===== config.mk =====
export PLATFORM = sky130hd
export DESIGN_NAME = key_panel_top
export DESIGN_NICKNAME = d
export VERILOG_FILES = /design/src/hw/key_panel_pkg.sv /design/src/hw/key_counter_ctrl.sv /design/src/hw/key_debounce.sv /design/src/hw/key_event_encoder.sv /design/src/hw/key_event_fifo.sv /design/src/hw/key_panel_top.sv
export VERILOG_INCLUDE_DIRS = /design/src /design/src/hw
export SDC_FILE = /design/constraint.sdc
export NUM_CORES = 1
export LEC_CHECK = 0
export ABC_AREA = 1
export BUFFER_PORTS_ARGS = -buffer_cell sky130_fd_sc_hd__buf_2
export CORE_UTILIZATION = 25
export CTS_CLUSTER_DIAMETER = 100
export DETAILED_ROUTE_END_ITERATION = 10
export SYNTH_ARGS = -nofsm -noshare
export SYNTH_HDL_FRONTEND = slang
export SYNTH_HIERARCHICAL = 1
export SYNTH_SLANG_ARGS = --single-unit
export TNS_END_PERCENT = 5

===== constraint.sdc =====
create_clock -name CLK -period 1.9 [get_ports CLK]
set_input_delay 0.285 -clock CLK [delete_from_list [all_inputs] [get_ports CLK]]
set_output_delay 0.285 -clock CLK [all_outputs]
set_load 0.02 [all_outputs]

===== src/hw/key_panel_config.svh =====
`ifndef KEY_PANEL_CONFIG_SVH
`define KEY_PANEL_CONFIG_SVH

//////////////////////////////
// Front panel size
//////////////////////////////

// Number of mechanical keys on the panel
`define KP_NUM_KEYS 4

// Settle window in clock cycles, kept short for simulation
`define KP_DEBOUNCE_CYCLES 20

// Event FIFO entries, power of two
`define KP_FIFO_DEPTH 8

//////////////////////////////
// Counter steps
//////////////////////////////

`define KP_STEP_SMALL 1
`define KP_STEP_LARGE 10

`endif


===== src/hw/key_panel_pkg.sv =====
`include "key_panel_config.svh"

package key_panel_pkg;

    //////////////////////////////
    // Key events
    //////////////////////////////

    // Index of one key on the panel
    typedef logic [$clog2(`KP_NUM_KEYS)-1:0] key_idx_t;

    // Press flag is 1 for a press, 0 for a release
    typedef struct packed {
        key_idx_t key;
        logic     press;
    } key_event_t;

    //////////////////////////////
    // Controller state
    //////////////////////////////

    // Counter value, wraps modulo 2^16
    typedef logic [15:0] count_t;

    // Release count, wraps
    typedef logic [7:0] rel_count_t;

    typedef struct packed {
        logic       step_large;
        logic       overflow;
        rel_count_t release_count;
    } panel_status_t;

endpackage


===== src/hw/key_counter_ctrl.sv =====
`timescale 1ns/100ps
`include "key_panel_config.svh"

module key_counter_ctrl
    import key_panel_pkg::*;
(
    input  logic       CLK,
    input  logic       RST_N,
    input  logic       empty,
    input  key_event_t rd_data,
    output logic       pop,
    output count_t     value,
    output logic       step_large,
    output rel_count_t release_count
);

    // Key roles
    localparam key_idx_t key_inc   = key_idx_t'(0);
    localparam key_idx_t key_dec   = key_idx_t'(1);
    localparam key_idx_t key_clear = key_idx_t'(2);
    localparam key_idx_t key_step  = key_idx_t'(3);

    logic   rd_valid;
    count_t step;

    assign step = step_large ? count_t'(`KP_STEP_LARGE) : count_t'(`KP_STEP_SMALL);

    //////////////////////////////
    // Pop pacing
    //////////////////////////////

    // At most one pop every two cycles, so empty is current when sampled
    always_ff @(posedge CLK or negedge RST_N) begin
        if (!RST_N) begin
            pop      <= 1'b0;
            rd_valid <= 1'b0;
        end else begin
            pop      <= !empty && !pop;
            rd_valid <= pop;
        end
    end

    //////////////////////////////
    // Event decode
    //////////////////////////////

    always_ff @(posedge CLK or negedge RST_N) begin
        if (!RST_N) begin
            value <= '0;
        end else if (rd_valid && rd_data.press) begin
            case (rd_data.key)
                key_inc:   value <= value + step;
                key_dec:   value <= value - step;
                key_clear: value <= '0;
                default:   value <= value;
            endcase
        end
    end

    // Key 3 press flips between small and large step
    always_ff @(posedge CLK or negedge RST_N) begin
        if (!RST_N) begin
            step_large <= 1'b0;
        end else if (rd_valid && rd_data.press && rd_data.key == key_step) begin
            step_large <= !step_large;
        end
    end

    always_ff @(posedge CLK or negedge RST_N) begin
        if (!RST_N) begin
            release_count <= '0;
        end else if (rd_valid && !rd_data.press) begin
            release_count <= release_count + 1'b1;
        end
    end

endmodule


===== src/hw/key_debounce.sv =====
`timescale 1ns/100ps

module key_debounce #(
    parameter int DEBOUNCE_CYCLES = 20
) (
    input  logic CLK,
    input  logic RST_N,
    input  logic key,
    output logic level
);

    localparam int CNT_W = $clog2(DEBOUNCE_CYCLES + 1);

    typedef enum logic [1:0] {
        st_idle   = 2'b00,
        st_settle = 2'b01,
        st_stable = 2'b11
    } deb_state_t;

    deb_state_t       state;
    deb_state_t       next_state;
    logic [CNT_W-1:0] win_cnt;
    logic             win_done;
    logic             stable;

    assign win_done = (win_cnt == CNT_W'(DEBOUNCE_CYCLES));

    //////////////////////////////
    // State machine
    //////////////////////////////

    always_ff @(posedge CLK or negedge RST_N) begin
        if (!RST_N) begin
            state <= st_idle;
        end else begin
            state <= next_state;
        end
    end

    always_comb begin
        next_state = state;
        case (state)
            st_idle: begin
                if (key) begin
                    next_state = st_settle;
                end
            end
            // Sample the key once at the end of the window
            st_settle: begin
                if (win_done) begin
                    next_state = key ? st_stable : st_idle;
                end
            end
            st_stable: begin
                if (!key) begin
                    next_state = st_settle;
                end
            end
            default: next_state = st_idle;
        endcase
    end

    // Window counter runs only while staying in settle
    always_ff @(posedge CLK or negedge RST_N) begin
        if (!RST_N) begin
            win_cnt <= '0;
        end else if (state == st_settle && next_state == st_settle) begin
            win_cnt <= win_cnt + 1'b1;
        end else begin
            win_cnt <= '0;
        end
    end

    //////////////////////////////
    // Debounced level
    //////////////////////////////

    always_ff @(posedge CLK or negedge RST_N) begin
        if (!RST_N) begin
            stable <= 1'b0;
        end else if (state == st_settle && next_state == st_stable) begin
            stable <= 1'b1;
        end else if (state == st_settle && next_state == st_idle) begin
            stable <= 1'b0;
        end
    end

    always_ff @(posedge CLK or negedge RST_N) begin
        if (!RST_N) begin
            level <= 1'b0;
        end else begin
            level <= stable;
        end
    end

endmodule


===== src/hw/key_event_encoder.sv =====
`timescale 1ns/100ps
`include "key_panel_config.svh"

module key_event_encoder
    import key_panel_pkg::*;
(
    input  logic                    CLK,
    input  logic                    RST_N,
    input  logic [`KP_NUM_KEYS-1:0] keys,
    output key_event_t              evt,
    output logic                    evt_strobe
);

    localparam int NK = `KP_NUM_KEYS;

    logic [NK-1:0] lvl;
    logic [NK-1:0] lvl_d;
    logic [NK-1:0] edges;
    logic [NK-1:0] pend;
    logic [NK-1:0] pend_dir;
    logic [NK-1:0] req;
    logic [NK-1:0] dir_next;
    logic [NK-1:0] pick_mask;
    logic          pick_hit;
    key_idx_t      pick_idx;

    //////////////////////////////
    // Debouncers
    //////////////////////////////

    for (genvar i = 0; i < NK; i++) begin : g_deb
        key_debounce #(
            .DEBOUNCE_CYCLES(`KP_DEBOUNCE_CYCLES)
        ) u_deb (
            .CLK  (CLK),
            .RST_N(RST_N),
            .key  (keys[i]),
            .level(lvl[i])
        );
    end

    always_ff @(posedge CLK or negedge RST_N) begin
        if (!RST_N) begin
            lvl_d <= '0;
        end else begin
            lvl_d <= lvl;
        end
    end

    assign edges = lvl ^ lvl_d;

    // New edges join the pending set, direction is the new level
    assign req      = pend | edges;
    assign dir_next = (edges & lvl) | (~edges & pend_dir);

    //////////////////////////////
    // Lowest index wins
    //////////////////////////////

    always_comb begin
        pick_mask = '0;
        pick_hit  = 1'b0;
        pick_idx  = '0;
        for (int i = NK - 1; i >= 0; i--) begin
            if (req[i]) begin
                pick_mask    = '0;
                pick_mask[i] = 1'b1;
                pick_hit     = 1'b1;
                pick_idx     = key_idx_t'(i);
            end
        end
    end

    always_ff @(posedge CLK or negedge RST_N) begin
        if (!RST_N) begin
            pend       <= '0;
            pend_dir   <= '0;
            evt_strobe <= 1'b0;
        end else begin
            pend       <= req & ~pick_mask;
            pend_dir   <= dir_next;
            evt_strobe <= pick_hit;
        end
    end

    // Event payload, only meaningful with the strobe
    always_ff @(posedge CLK) begin
        if (pick_hit) begin
            evt.key   <= pick_idx;
            evt.press <= dir_next[pick_idx];
        end
    end

endmodule


===== src/hw/key_event_fifo.sv =====
`timescale 1ns/100ps

module key_event_fifo
    import key_panel_pkg::*;
#(
    parameter int DEPTH = 8
) (
    input  logic       CLK,
    input  logic       RST_N,
    input  logic       push,
    input  key_event_t wr_data,
    input  logic       pop,
    output key_event_t rd_data,
    output logic       empty,
    output logic       full,
    output logic       overflow
);

    localparam int PTR_W = $clog2(DEPTH);

    key_event_t       mem [DEPTH];
    logic [PTR_W-1:0] wr_ptr;
    logic [PTR_W-1:0] rd_ptr;
    logic [PTR_W:0]   count;
    logic             do_push;
    logic             do_pop;

    assign empty   = (count == '0);
    assign full    = (count == (PTR_W + 1)'(DEPTH));
    assign do_push = push && !full;
    assign do_pop  = pop && !empty;

    //////////////////////////////
    // Storage
    //////////////////////////////

    always_ff @(posedge CLK) begin
        if (do_push) begin
            mem[wr_ptr] <= wr_data;
        end
    end

    // Popped entry shows up one cycle after pop
    always_ff @(posedge CLK) begin
        if (do_pop) begin
            rd_data <= mem[rd_ptr];
        end
    end

    //////////////////////////////
    // Pointers and occupancy
    //////////////////////////////

    always_ff @(posedge CLK or negedge RST_N) begin
        if (!RST_N) begin
            wr_ptr <= '0;
            rd_ptr <= '0;
            count  <= '0;
        end else begin
            if (do_push) begin
                wr_ptr <= wr_ptr + 1'b1;
            end
            if (do_pop) begin
                rd_ptr <= rd_ptr + 1'b1;
            end
            case ({do_push, do_pop})
                2'b10:   count <= count + 1'b1;
                2'b01:   count <= count - 1'b1;
                default: count <= count;
            endcase
        end
    end

    // Dropped push, held until reset
    always_ff @(posedge CLK or negedge RST_N) begin
        if (!RST_N) begin
            overflow <= 1'b0;
        end else if (push && full) begin
            overflow <= 1'b1;
        end
    end

endmodule


===== src/hw/key_panel_top.sv =====
`timescale 1ns/100ps
`include "key_panel_config.svh"

module key_panel_top
    import key_panel_pkg::*;
(
    input  logic                    CLK,
    input  logic                    RST_N,
    input  logic [`KP_NUM_KEYS-1:0] keys,
    output count_t                  value,
    output panel_status_t           status
);

    key_event_t evt;
    logic       evt_strobe;
    key_event_t rd_data;
    logic       empty;
    logic       overflow;
    logic       pop;
    logic       step_large;
    rel_count_t release_count;

    //////////////////////////////
    // Producer, buffer, consumer
    //////////////////////////////

    key_event_encoder u_encoder (
        .CLK       (CLK),
        .RST_N     (RST_N),
        .keys      (keys),
        .evt       (evt),
        .evt_strobe(evt_strobe)
    );

    // Full drops the event inside the FIFO
    key_event_fifo #(
        .DEPTH(`KP_FIFO_DEPTH)
    ) u_fifo (
        .CLK     (CLK),
        .RST_N   (RST_N),
        .push    (evt_strobe),
        .wr_data (evt),
        .pop     (pop),
        .rd_data (rd_data),
        .empty   (empty),
        .full    (),
        .overflow(overflow)
    );

    key_counter_ctrl u_ctrl (
        .CLK          (CLK),
        .RST_N        (RST_N),
        .empty        (empty),
        .rd_data      (rd_data),
        .pop          (pop),
        .value        (value),
        .step_large   (step_large),
        .release_count(release_count)
    );

    assign status.step_large    = step_large;
    assign status.overflow      = overflow;
    assign status.release_count = release_count;

endmodule


After elaboration in Yosys (flattened, before gate mapping):

Memory sizes are Yosys's and may differ from the RTL's. A register that Yosys moved wholly into a read port is not among the register bits.
Index checks and enable logic that the tools add are counted.

* bitwise logic cells: 8
* $add $sub $neg: 11
* reduce and logical (&&, ||, !) cells: 41
* eq/ne operators: 26
* $lt $le $gt $ge: 1
* muxes and demuxes: 51

Operators with widths (count)
* case mux 16 bit (3 select lines): 1
* 2-to-1 mux 2 bit: 20
* case mux 2 bit (3 select lines): 4
* equality test 2 bit (second input constant): 11
* adder 5 x 1 -> 5 bit (second input constant): 4
* equality test 2 x 1 -> 1 bit (second input constant): 10
* equality test 5 bit (second input constant): 4
* 2-to-1 mux 4 bit: 5
* 2-to-1 mux 5 bit: 4
* logical AND 1 bit: 19
* logical NOT 2 bit: 9
* adder 16 bit: 1
* subtractor 16 bit: 1
* 2-to-1 mux 1 bit: 15
* bitwise AND 4 bit: 3
* nonzero test 2 bit: 5
* adder 8 x 1 -> 8 bit (second input constant): 1
* NOT 4 bit: 2
* OR 4 bit: 2
* case mux 4 bit (2 select lines): 1
* adder 3 x 1 -> 3 bit (second input constant): 2
* logical NOT 1 bit: 5
* adder 4 x 1 -> 4 bit (second input constant): 1
* equality test 4 bit (second input constant): 1
* other kinds (7): 7

* memories: 1
* flip-flop bits (word level): 90
* memory bits (writable): 24
* word-level logic and storage cells: 170
* output and inout bits: 26

Memories
* u_fifo.mem: depth 8, bits a word 3, read ports 1, clocked after Yosys merged registers in 1, wr ports 1, line key_event_fifo.sv:21 `key_event_t mem [DEPTH];`

Depth between registers and ports, before layout:

Gate-level depths: netlist of run 1.

* word-level depth: 8
* mapped depth: 16

Hierarchy:

The synthesis of run 1 kept the hierarchy.

Modules (own cells, without submodules)
* key_counter_ctrl: area each 1934.4 um2, seq. area each 675.6 um2, cells an instance 291, instances 1
* key_debounce: area each 464.2 um2, seq. area each 225.2 um2, cells an instance 53, instances 4
* key_event_fifo: area each 1813.0 um2, seq. area each 1086.0 um2, cells an instance 190, instances 1
* key_event_encoder: area each 681.9 um2, seq. area each 390.4 um2, cells an instance 69, instances 1
* key_panel_top: area each 15.0 um2, seq. area each 0.0 um2, cells an instance 2, instances 1

Worst setup path before layout of run 1:

No wires, ideal clock.

* kind: flip-flop to flip-flop
* start point: register, netlist name u_fifo/rd_data[2]
* end point: register u_ctrl.value[9]
* arrival time: 1.914 ns
* required time: 1.783 ns
* path slack: -0.131 ns
* setup time: 0.117 ns
* cell stages (with the launch flop): 16
* cells stage by stage: edfxtp_1 -> inv_2 -> nand2_2 -> buf_2 -> nor2_1 -> ha_1 -> nand2_1 -> nand2_1 -> nand2_1 -> nand2_1 -> nand2_1 -> nor2_1 -> o21bai_1 -> nand3_1 -> nand3_1 -> nand2_1

* word-level cells in the longest chain between the ends: 3
* elaborated cells between the ends (all ways): 6

RTL lines
* equality test 2 x 1 -> 1 bit (tied with other cells): line key_counter_ctrl.sv:51 `case (rd_data.key)`
* nonzero test 3 bit (no line)
* AND reduction 2 bit (no line)
* to (signal assigned): line key_counter_ctrl.sv:52 `key_inc: value <= value + step;`
* to (signal assigned): line key_counter_ctrl.sv:53 `key_dec: value <= value - step;`
* to (signal assigned): line key_counter_ctrl.sv:55 `default: value <= value;`
* to (decl): line key_counter_ctrl.sv:12 `output count_t value,`

Several ways; a longest one is shown, not always the timed one.
A chain may end at the register's enable or synchronous reset.

Worst setup path in the final report of run 1:

* start point: register u_ctrl.step_large
* end point: register u_ctrl.value[8]

* word-level cells in the longest chain between the ends: 3
* elaborated cells between the ends (all ways): 4

RTL lines
* from (decl): line key_counter_ctrl.sv:13 `output logic step_large,`
* from (signal assigned): line key_counter_ctrl.sv:65 `step_large <= !step_large;`
* 2-to-1 mux 4 bit (*): line key_counter_ctrl.sv:26 `` assign step = step_large ? count_t'(`KP_STEP_LARGE) : count_t'(`KP_STEP_SMALL); ``
* named net u_ctrl.step[0]: line key_counter_ctrl.sv:24 `count_t step;`
* subtractor 16 bit or adder 16 bit (tied branches): line key_counter_ctrl.sv:53, key_counter_ctrl.sv:52
* case mux 16 bit (3 select lines) (*): line key_counter_ctrl.sv:51

The timed path passes the listed nets; every way through them passes the cells marked *.

==> key figures, run 1 <==
Run status
  • Status: completed

Power and ir drop
  • P_leak: 3.99 nW
  • Comb pwr share: approximately 45%
  • Reg power frac: between 30% and 40%
  • Pwr/cell area: around 1900 nW/um^2
  • Clock share of power: 23.6%
  • NetSw: 6.18 mW
  • Power Internal: a little under 9 mW
  • Switching Fraction: between 40% and 50%
  • Pwr Total: 14.9 mW
  • Worst VDD drop: 836 uV

Timing
  • Slew Limit Fails: 0
  • Final TNS setup: 0 ns
  • Minimum clock period: 1.87 ns
  • Highest clock rate: about 530 MHz
  • Unrepaired setup endpoints after global routing: true
  • Fin. Hold Viols: 0
  • Final hold slack: 0.0820 ns
  • Clock Skews: about 0.011 ns
  • Worst rel slew slack: ~70%
  • Slew @ Worst Pin: approximately 0.43 ns
  • Crit share post-route: between 90% and 100%
  • Final setup viols: 0

Synthesis
  • YS warnings: 6
  • Top cell type's share of synthesized area: approximately 34%
  • Post-synth EDFFs: 30
  • Syn nets: 790
  • Post-synth cell types: just over 40
  • Register bit count reported by yosys: 116
  • Synthesized area per cell: 8.25 um^2
  • Synth Flop Type: dfrtp_1
  • Largest cells by area after synthesis: dfrtp_1 (34%), edfxtp_1 (14%), nand2_1 (13%)
  • Gate Count Post-Synth: ~760
  • Sequential share of the synthesized area: slightly below 50%
  • Post-Syn Area: between 6000 and 7000 um^2
  • Async SR Flop Fraction: about three quarters
  • Post-synth top area cell: dfrtp_1
  • Commonest cells in the synthesized netlist: nand2_1 (215), inv_1 (118), dfrtp_1 (86), nor2_1 (74), nand3_1 (64)
  • Most frequent cell after synthesis: nand2_1

Die
  • Core area: roughly 25,000 um^2
  • Die width: ~160 um
  • Ports: 32
  • Row count: 57
  • Die area: ~26,000 um^2
  • DIE HEIGHT: approximately 160 um
  • Starting density of the core: roughly a quarter

Layout
  • Fraction of layout cells with a size suffix above 1: between 20% and 30%
  • Antenna Cells: 0
  • Syn-to-layout area delta: 24.6%
  • Final Non-Filler Cells: 1,174
  • Post-Route Utilization: between 30% and 40%
  • Fillers: approximately 2,600
  • Total Nets Final: 863

Clocking
  • CTS tree: yes
  • CTS clk-pin slew, worst paths: ~0.060 ns
  • CTS Buffer Depth: 2
  • Clock Latency Late Sink: around 0.42 ns
  • Clock buffer count from CTS: 17
  • Clk sink count: ~120
  • Root Buffer: clkbuf_16
  • CTS HTree Levels: 4

Critical path
  • CP endpoint kind: register
  • Setup CP Type: reg -> reg
  • Crit path to: u_ctrl/value[8]
  • Worst Path Required: ~2.2 ns
  • R2r worst-path depth: 10
  • Reg-to-reg setup timing slack: 0.03 ns
  • Worst Path Arrival: around 2.2 ns
  • Worst Setup Start Kind: register
  • R2R Path Start: u_ctrl/step_large
  • Worst setup path startpoint: u_ctrl/step_large
  • Highest fanout seen on the critical path: 4
  • Reg2reg end: u_ctrl/value[8]

Global route
  • GRT Total Usage: between 10% and 20%
  • GR Overflow Total: 0
  • Vias in the first global route: 4,576
  • First-pass GRT wire length: 21,600 um
  • Initial antenna violation count: 0
  • Largest net degree at the start of global routing: 41

Routing
  • DRC viols: 0
  • Final antenna-violating net count: 0
  • WL per Instance: between 10 and 15 um
  • Via count: 4,889
  • Drt first pass iters: 5
  • Drt initial violations: 270
  • Via density per instance: ~4.2
  • WL final: between 10,000 and 15,000 um

Place
  • Dpl hpwl: 8960 um
  • Routability cong.: approximately 0.9
  • Port Buffer Count: 31
  • Placed Cells incl. Taps: 1,137

Hold path
  • Min-delay worst type: in -> reg
  • Hold depth: 3

Flow run
  • Maxcap violations: 0
-- what timing repair did --
item	4_1_cts	5_1_grt
hold buffers	1	0
hold endpoints to repair	20	0
endpoints found under the setup margin	4	15
resized for setup	2	41
buffers inserted	0	4
pin swaps	0	15
-- through the flow --
| stage | instance area (um^2) | setup WS, ns |
|---|---|---|
| floorplan | 6320 | -0.0419 |
| global placement | 7000 | 0.00717 |
| detailed placement | 7000 | 0.0131 |
| CTS | 7660 | -0.00787 |
| global route | 7850 | -0.104 |
| finish | 7850 | 0.0282 |
-- layout by cell type (no fill, tap or decap), drive strengths merged, types with 2 or more instances in the layout --
cell and n:
a21oi 14, a41oi 5, buf 68, bufinv 4, clkbuf 19, clkinv 5, dfrtp 86, edfxtp 30
fa 2, ha 18, inv 137, nand2 235, nand3 66, nand4 9, nor2 87, nor3 10
o21ai 19, o21bai 2, o22ai 3, or2 3, xnor2 12, xor2 7
-- worst min path at each step --
stage | startpoint | slack, ns | to
2_1_floorplan | RST_N | -0.01 | u_ctrl/pop
3_3_place_gp | RST_N | 0.22 | u_ctrl/step_large
3_5_place_dp | RST_N | 0.21 | u_ctrl/step_large
4_1_cts | keys[2] | 0.06 | u_encoder/g_deb[2].u_deb/state[0]
5_1_grt | keys[3] | 0.08 | u_encoder/g_deb[3].u_deb/state[0]
6_report | keys[2] | 0.08 | u_encoder/g_deb[2].u_deb/state[0]
-- logic make-up after synthesis --
logic type      after synthesis  share of synthesized area, %
fa+ha+maj                    20                          4.21
compound gates               48                          4.79
buf+inv                     148                          10.2
xor+xnor                     19                          2.64
simple gates                413                          29.7
flops                       116                          48.5
-- registers in the layout, summed over array words and instances, names as in the netlist, 4 cells and up --
register / cells
u_encoder/g_deb.u_deb/level: 4
u_ctrl/release_count: 8
u_ctrl/value: 16
u_encoder/lvl_d: 4
u_encoder/g_deb.u_deb/state: 8
u_encoder/g_deb.u_deb/win_cnt: 20
u_encoder/pend_dir: 4
u_fifo/mem: 24
u_fifo/count: 4
u_encoder/g_deb.u_deb/stable: 4
-- area by class of cell --
cell class / count / area (um^2) / area share [%]
Clock buffer: 19 / 454 / 5.78
Clock inverter: 13 / 190 / 2.42
Inverter: 133 / 514 / 6.55
Multi-Input combinational cell: 500 / 2780 / 35.3
Sequential cell: 116 / 3050 / 38.9
Tap cell: 324 / 405 / 5.16
Timing Repair Buffer: 69 / 462 / 5.88
-- power groups by stage --
stage               Combinational, mW  Sequential [mW]  Clock (mW)
detailed placement               6.19             4.71           0
global placement                 6.11             4.69           0
floorplan                        4.69             4.62           0
CTS                              6.24             4.68        3.60
global route                     7.57             4.85        3.70
finish                           6.68             4.68        3.51
-- layer usage --
metal	up-vias	wire, um	GRT usage, %
met1	2239	5950	13.3
met2	92	5890	16.7
li1	2540	-	-
met4	0	193	4.76
met3	18	531	2.25
met5	-	0	0
-- worst max-delay path: stages (launching register included) --
cell	delay [ns]
dfrtp_1	0.36
inv_1	0.07
buf_4	0.13
xor2_1	0.16
ha_1	0.32
inv_2	0.05
nand2_1	0.08
a21boi_4	0.23
nand2_1	0.11
a21oi_2	0.14
o22ai_2	0.10
(Power assumes the default switching activity.)
==> run 2: changes to the inputs <==
==> constraint.sdc (replaced) <==
create_clock -name CLK -period 1.75 [get_ports CLK]
set_input_delay 0.2625 -clock CLK [delete_from_list [all_inputs] [get_ports CLK]]
set_output_delay 0.2625 -clock CLK [all_outputs]
set_load 0.02 [all_outputs]
==> run 2 against run 1 <==
  * The flow now finishes with violations (negative setup slack)
  * Sequential power rose by 9.0%
  * Worst setup slack got worse by 0.19 ns
  * Critical path depth is 3 higher
  * Core utilization up 0.98 points
  * First-iteration DRC count down 6.7%
  * Largest cell class unchanged
==> key figures, run 2 (synthesis gave the netlist of run 1 again) <==
Run status
  • Status: finished, violations left
  • Failing checks: negative setup slack

Flow run
  • Maxcap violations: 0

Layout
  • Fraction of layout cells with a size suffix above 1: about 26%
  • Final instance area: 8100 um^2
  • Most common cell after layout, fill and taps aside: nand2_1
  • Leading cell types in the layout, fill and taps excluded: nand2_1 (204), inv_1 (115), dfrtp_1 (86)
  • Top reg by flops: u_fifo/mem
  • Multi-input gate area: 2810 um^2
  • Antenna Cells: 0
  • Syn-to-layout area delta: 28.5%
  • Final Non-Filler Cells: around 1,200
  • Number of flip-flops in the largest register: 24
  • FF+latch area: 3050 um^2
  • Total Nets Final: 890
  • Fillers: between 2,000 and 3,000
  • Largest regs: u_fifo/mem x24, u_encoder/g_deb.u_deb/win_cnt x20, u_ctrl/value x16

Clocking
  • CTS tree: yes
  • Clk sink count: about 120
  • Clock buffer count from CTS: 17
  • Clock Latency Late Sink: between 0.4 and 0.5 ns
  • CTS clk-pin slew, worst paths: around 0.060 ns
  • Root Buffer: clkbuf_16
  • CTS Buffer Depth: 2
  • CTS HTree Levels: 4

Die
  • Core area: between 20,000 and 25,000 um^2
  • Ports: 32
  • Die area: 25,800 um^2
  • Starting density of the core: 25.7%
  • DIE HEIGHT: between 150 and 200 um
  • Die width: between 150 and 200 um
  • Row count: 57

Power and ir drop
  • Pwr Total: about 17 mW
  • Pwr/cell area: 2060 nW/um^2
  • P_leak: about 4.1 nW
  • Worst VDD drop: around 740 uV

Timing
  • Setup ws final: -0.157 ns
  • Unrepaired setup endpoints after global routing: true
  • Highest clock rate: 524 MHz
  • Slew @ Worst Pin: about 0.40 ns
  • Clock Skews: 0.00834 ns
  • Final setup viols: 15
  • Crit share post-route: 109%
  • Fin. Hold Viols: 0
  • Worst rel slew slack: between 70 and 80%
  • Minimum clock period: about 1.9 ns
  • Slew Limit Fails: 0

Routing
  • Topmost layer with routed signal wires: met4
  • WL met3: roughly 520 um
  • Drt first pass iters: 5
  • WL final: about 13,000 um
  • Final antenna-violating net count: 0
  • Via density per instance: around 4.2
  • Drt initial violations: approximately 250
  • WL per Instance: between 10 and 15 um
  • Met2 routed wirelength: roughly 6200 um
  • Metal-1 WL: approximately 6100 um
  • Via count: 5,033
  • DRC viols: 0

Global route
  • Vias in the first global route: slightly below 5,000
  • GRT Total Usage: between 10 and 15%
  • GR Overflow Total: 0
  • First-pass GRT wire length: around 23,000 um
  • Initial antenna violation count: 0
  • Largest net degree at the start of global routing: 28

Hold path
  • Min-delay worst type: in -> reg

Place
  • Dpl cell area: 7190 um^2
  • Routability cong.: between 0.8 and 0.9
  • Port Buffer Count: 31
  • Dpl hpwl: about 9400 um
  • Placed Cells incl. Taps: 1,160

Critical path
  • Worst Path Required: slightly above 2 ns
  • Worst Setup Start Kind: register
  • Crit path largest cell delay: 0.41 ns
  • Slowest CP cell: edfxtp_1
  • Cell class contributing the biggest share of worst-path delay: simple AND/OR/NAND/NOR gates
  • Reg-to-reg setup timing slack: -0.16 ns
  • Most used cell, CP: nand2_1
  • Crit path cell chain: inv_2, nand2_4, xor2_1, ha_2, inv_1, nand2_1, clkinv_2, nand2_1, nand3_1, nand2_2, nand2_1, a21oi_1, o21ai_1
  • CP endpoint kind: register
  • Worst Path Buf+Inv: 3
  • Highest fanout seen on the critical path: 4
  • Worst Path Arrival: ~2.2 ns
  • Setup CP Type: reg -> reg
run 2: cell count changes in the layout (fill, tap and decap cells not counted), sizes merged:
cell / before / now
buf: 68 / 95
bufinv: 4 / 2
clkbuf: 19 / 21
run 2: worst min-delay path, stage by stage:
cell	delay (ns)
buf_2	0.09
nand2_1	0.04
nand2_1	0.05
run 2: per-layer routing:
layer	global-route usage, %	vias to the layer above
met4	4.46	0
met2	17.8	101
li1	-	2588
met5	0	-
met3	3.18	23
met1	13.8	2321
run 2: per-stage QoR:
stage | setup WS, ns | hold slack, ns | TNS (ns) | util, %
after floorplan | -0.192 | -0.0331 | -2.06 | -
after global placement | -0.152 | 0.227 | -1.25 | 29.3
after detailed placement | -0.197 | 0.227 | -1.87 | 29.3
after CTS | -0.121 | 0.0371 | -1.32 | 32.5
after global routing | -0.298 | 0.0565 | -3.09 | 33.0
final | -0.157 | 0.0573 | -1.43 | 33.0
run 2: final timing paths:
| check | endpoint | start | cells after the start |
|---|---|---|---|
| max | u_ctrl/value[10] | u_fifo/rd_data[2] | 13 |
| min | u_encoder/g_deb[1].u_deb/state[0] | keys[1] | 3 |
| max reg2reg | u_ctrl/value[10] | u_fifo/rd_data[2] | 13 |
| min reg2reg | u_encoder/g_deb[2].u_deb/level | u_encoder/g_deb[2].u_deb/stable | 0 |
| max in group asynchronous | u_encoder/g_deb[0].u_deb/state[0] | RST_N | 3 |
| min in group asynchronous | u_ctrl/value[7] | RST_N | 2 |
run 2: repair_timing:
item,in CTS,in global routing
resized for setup,29,25
setup endpoints to repair,15,28
buffers inserted,4,4
endpoints found under the hold margin,24,0
pin swaps,10,14
hold buffers,1,0
run 2: layout make-up:
| cell class | count | share of cell area [%] |
|---|---|---|
| clock inverters | 11 | 1.61 |
| flip-flops and latches | 116 | 37.7 |
| clock buffers | 21 | 6.23 |
| multi-input cells | 500 | 34.7 |
| repair buffers | 96 | 8.41 |
| well taps | 324 | 5.01 |
| inverters | 133 | 6.37 |
run 2: power by group:
part | switching (mW) | internal [mW]
combinational | 4.56 | 3.29
clock | 1.32 | 2.37
sequential | 1.03 | 4.07
total | 6.91 | 9.73
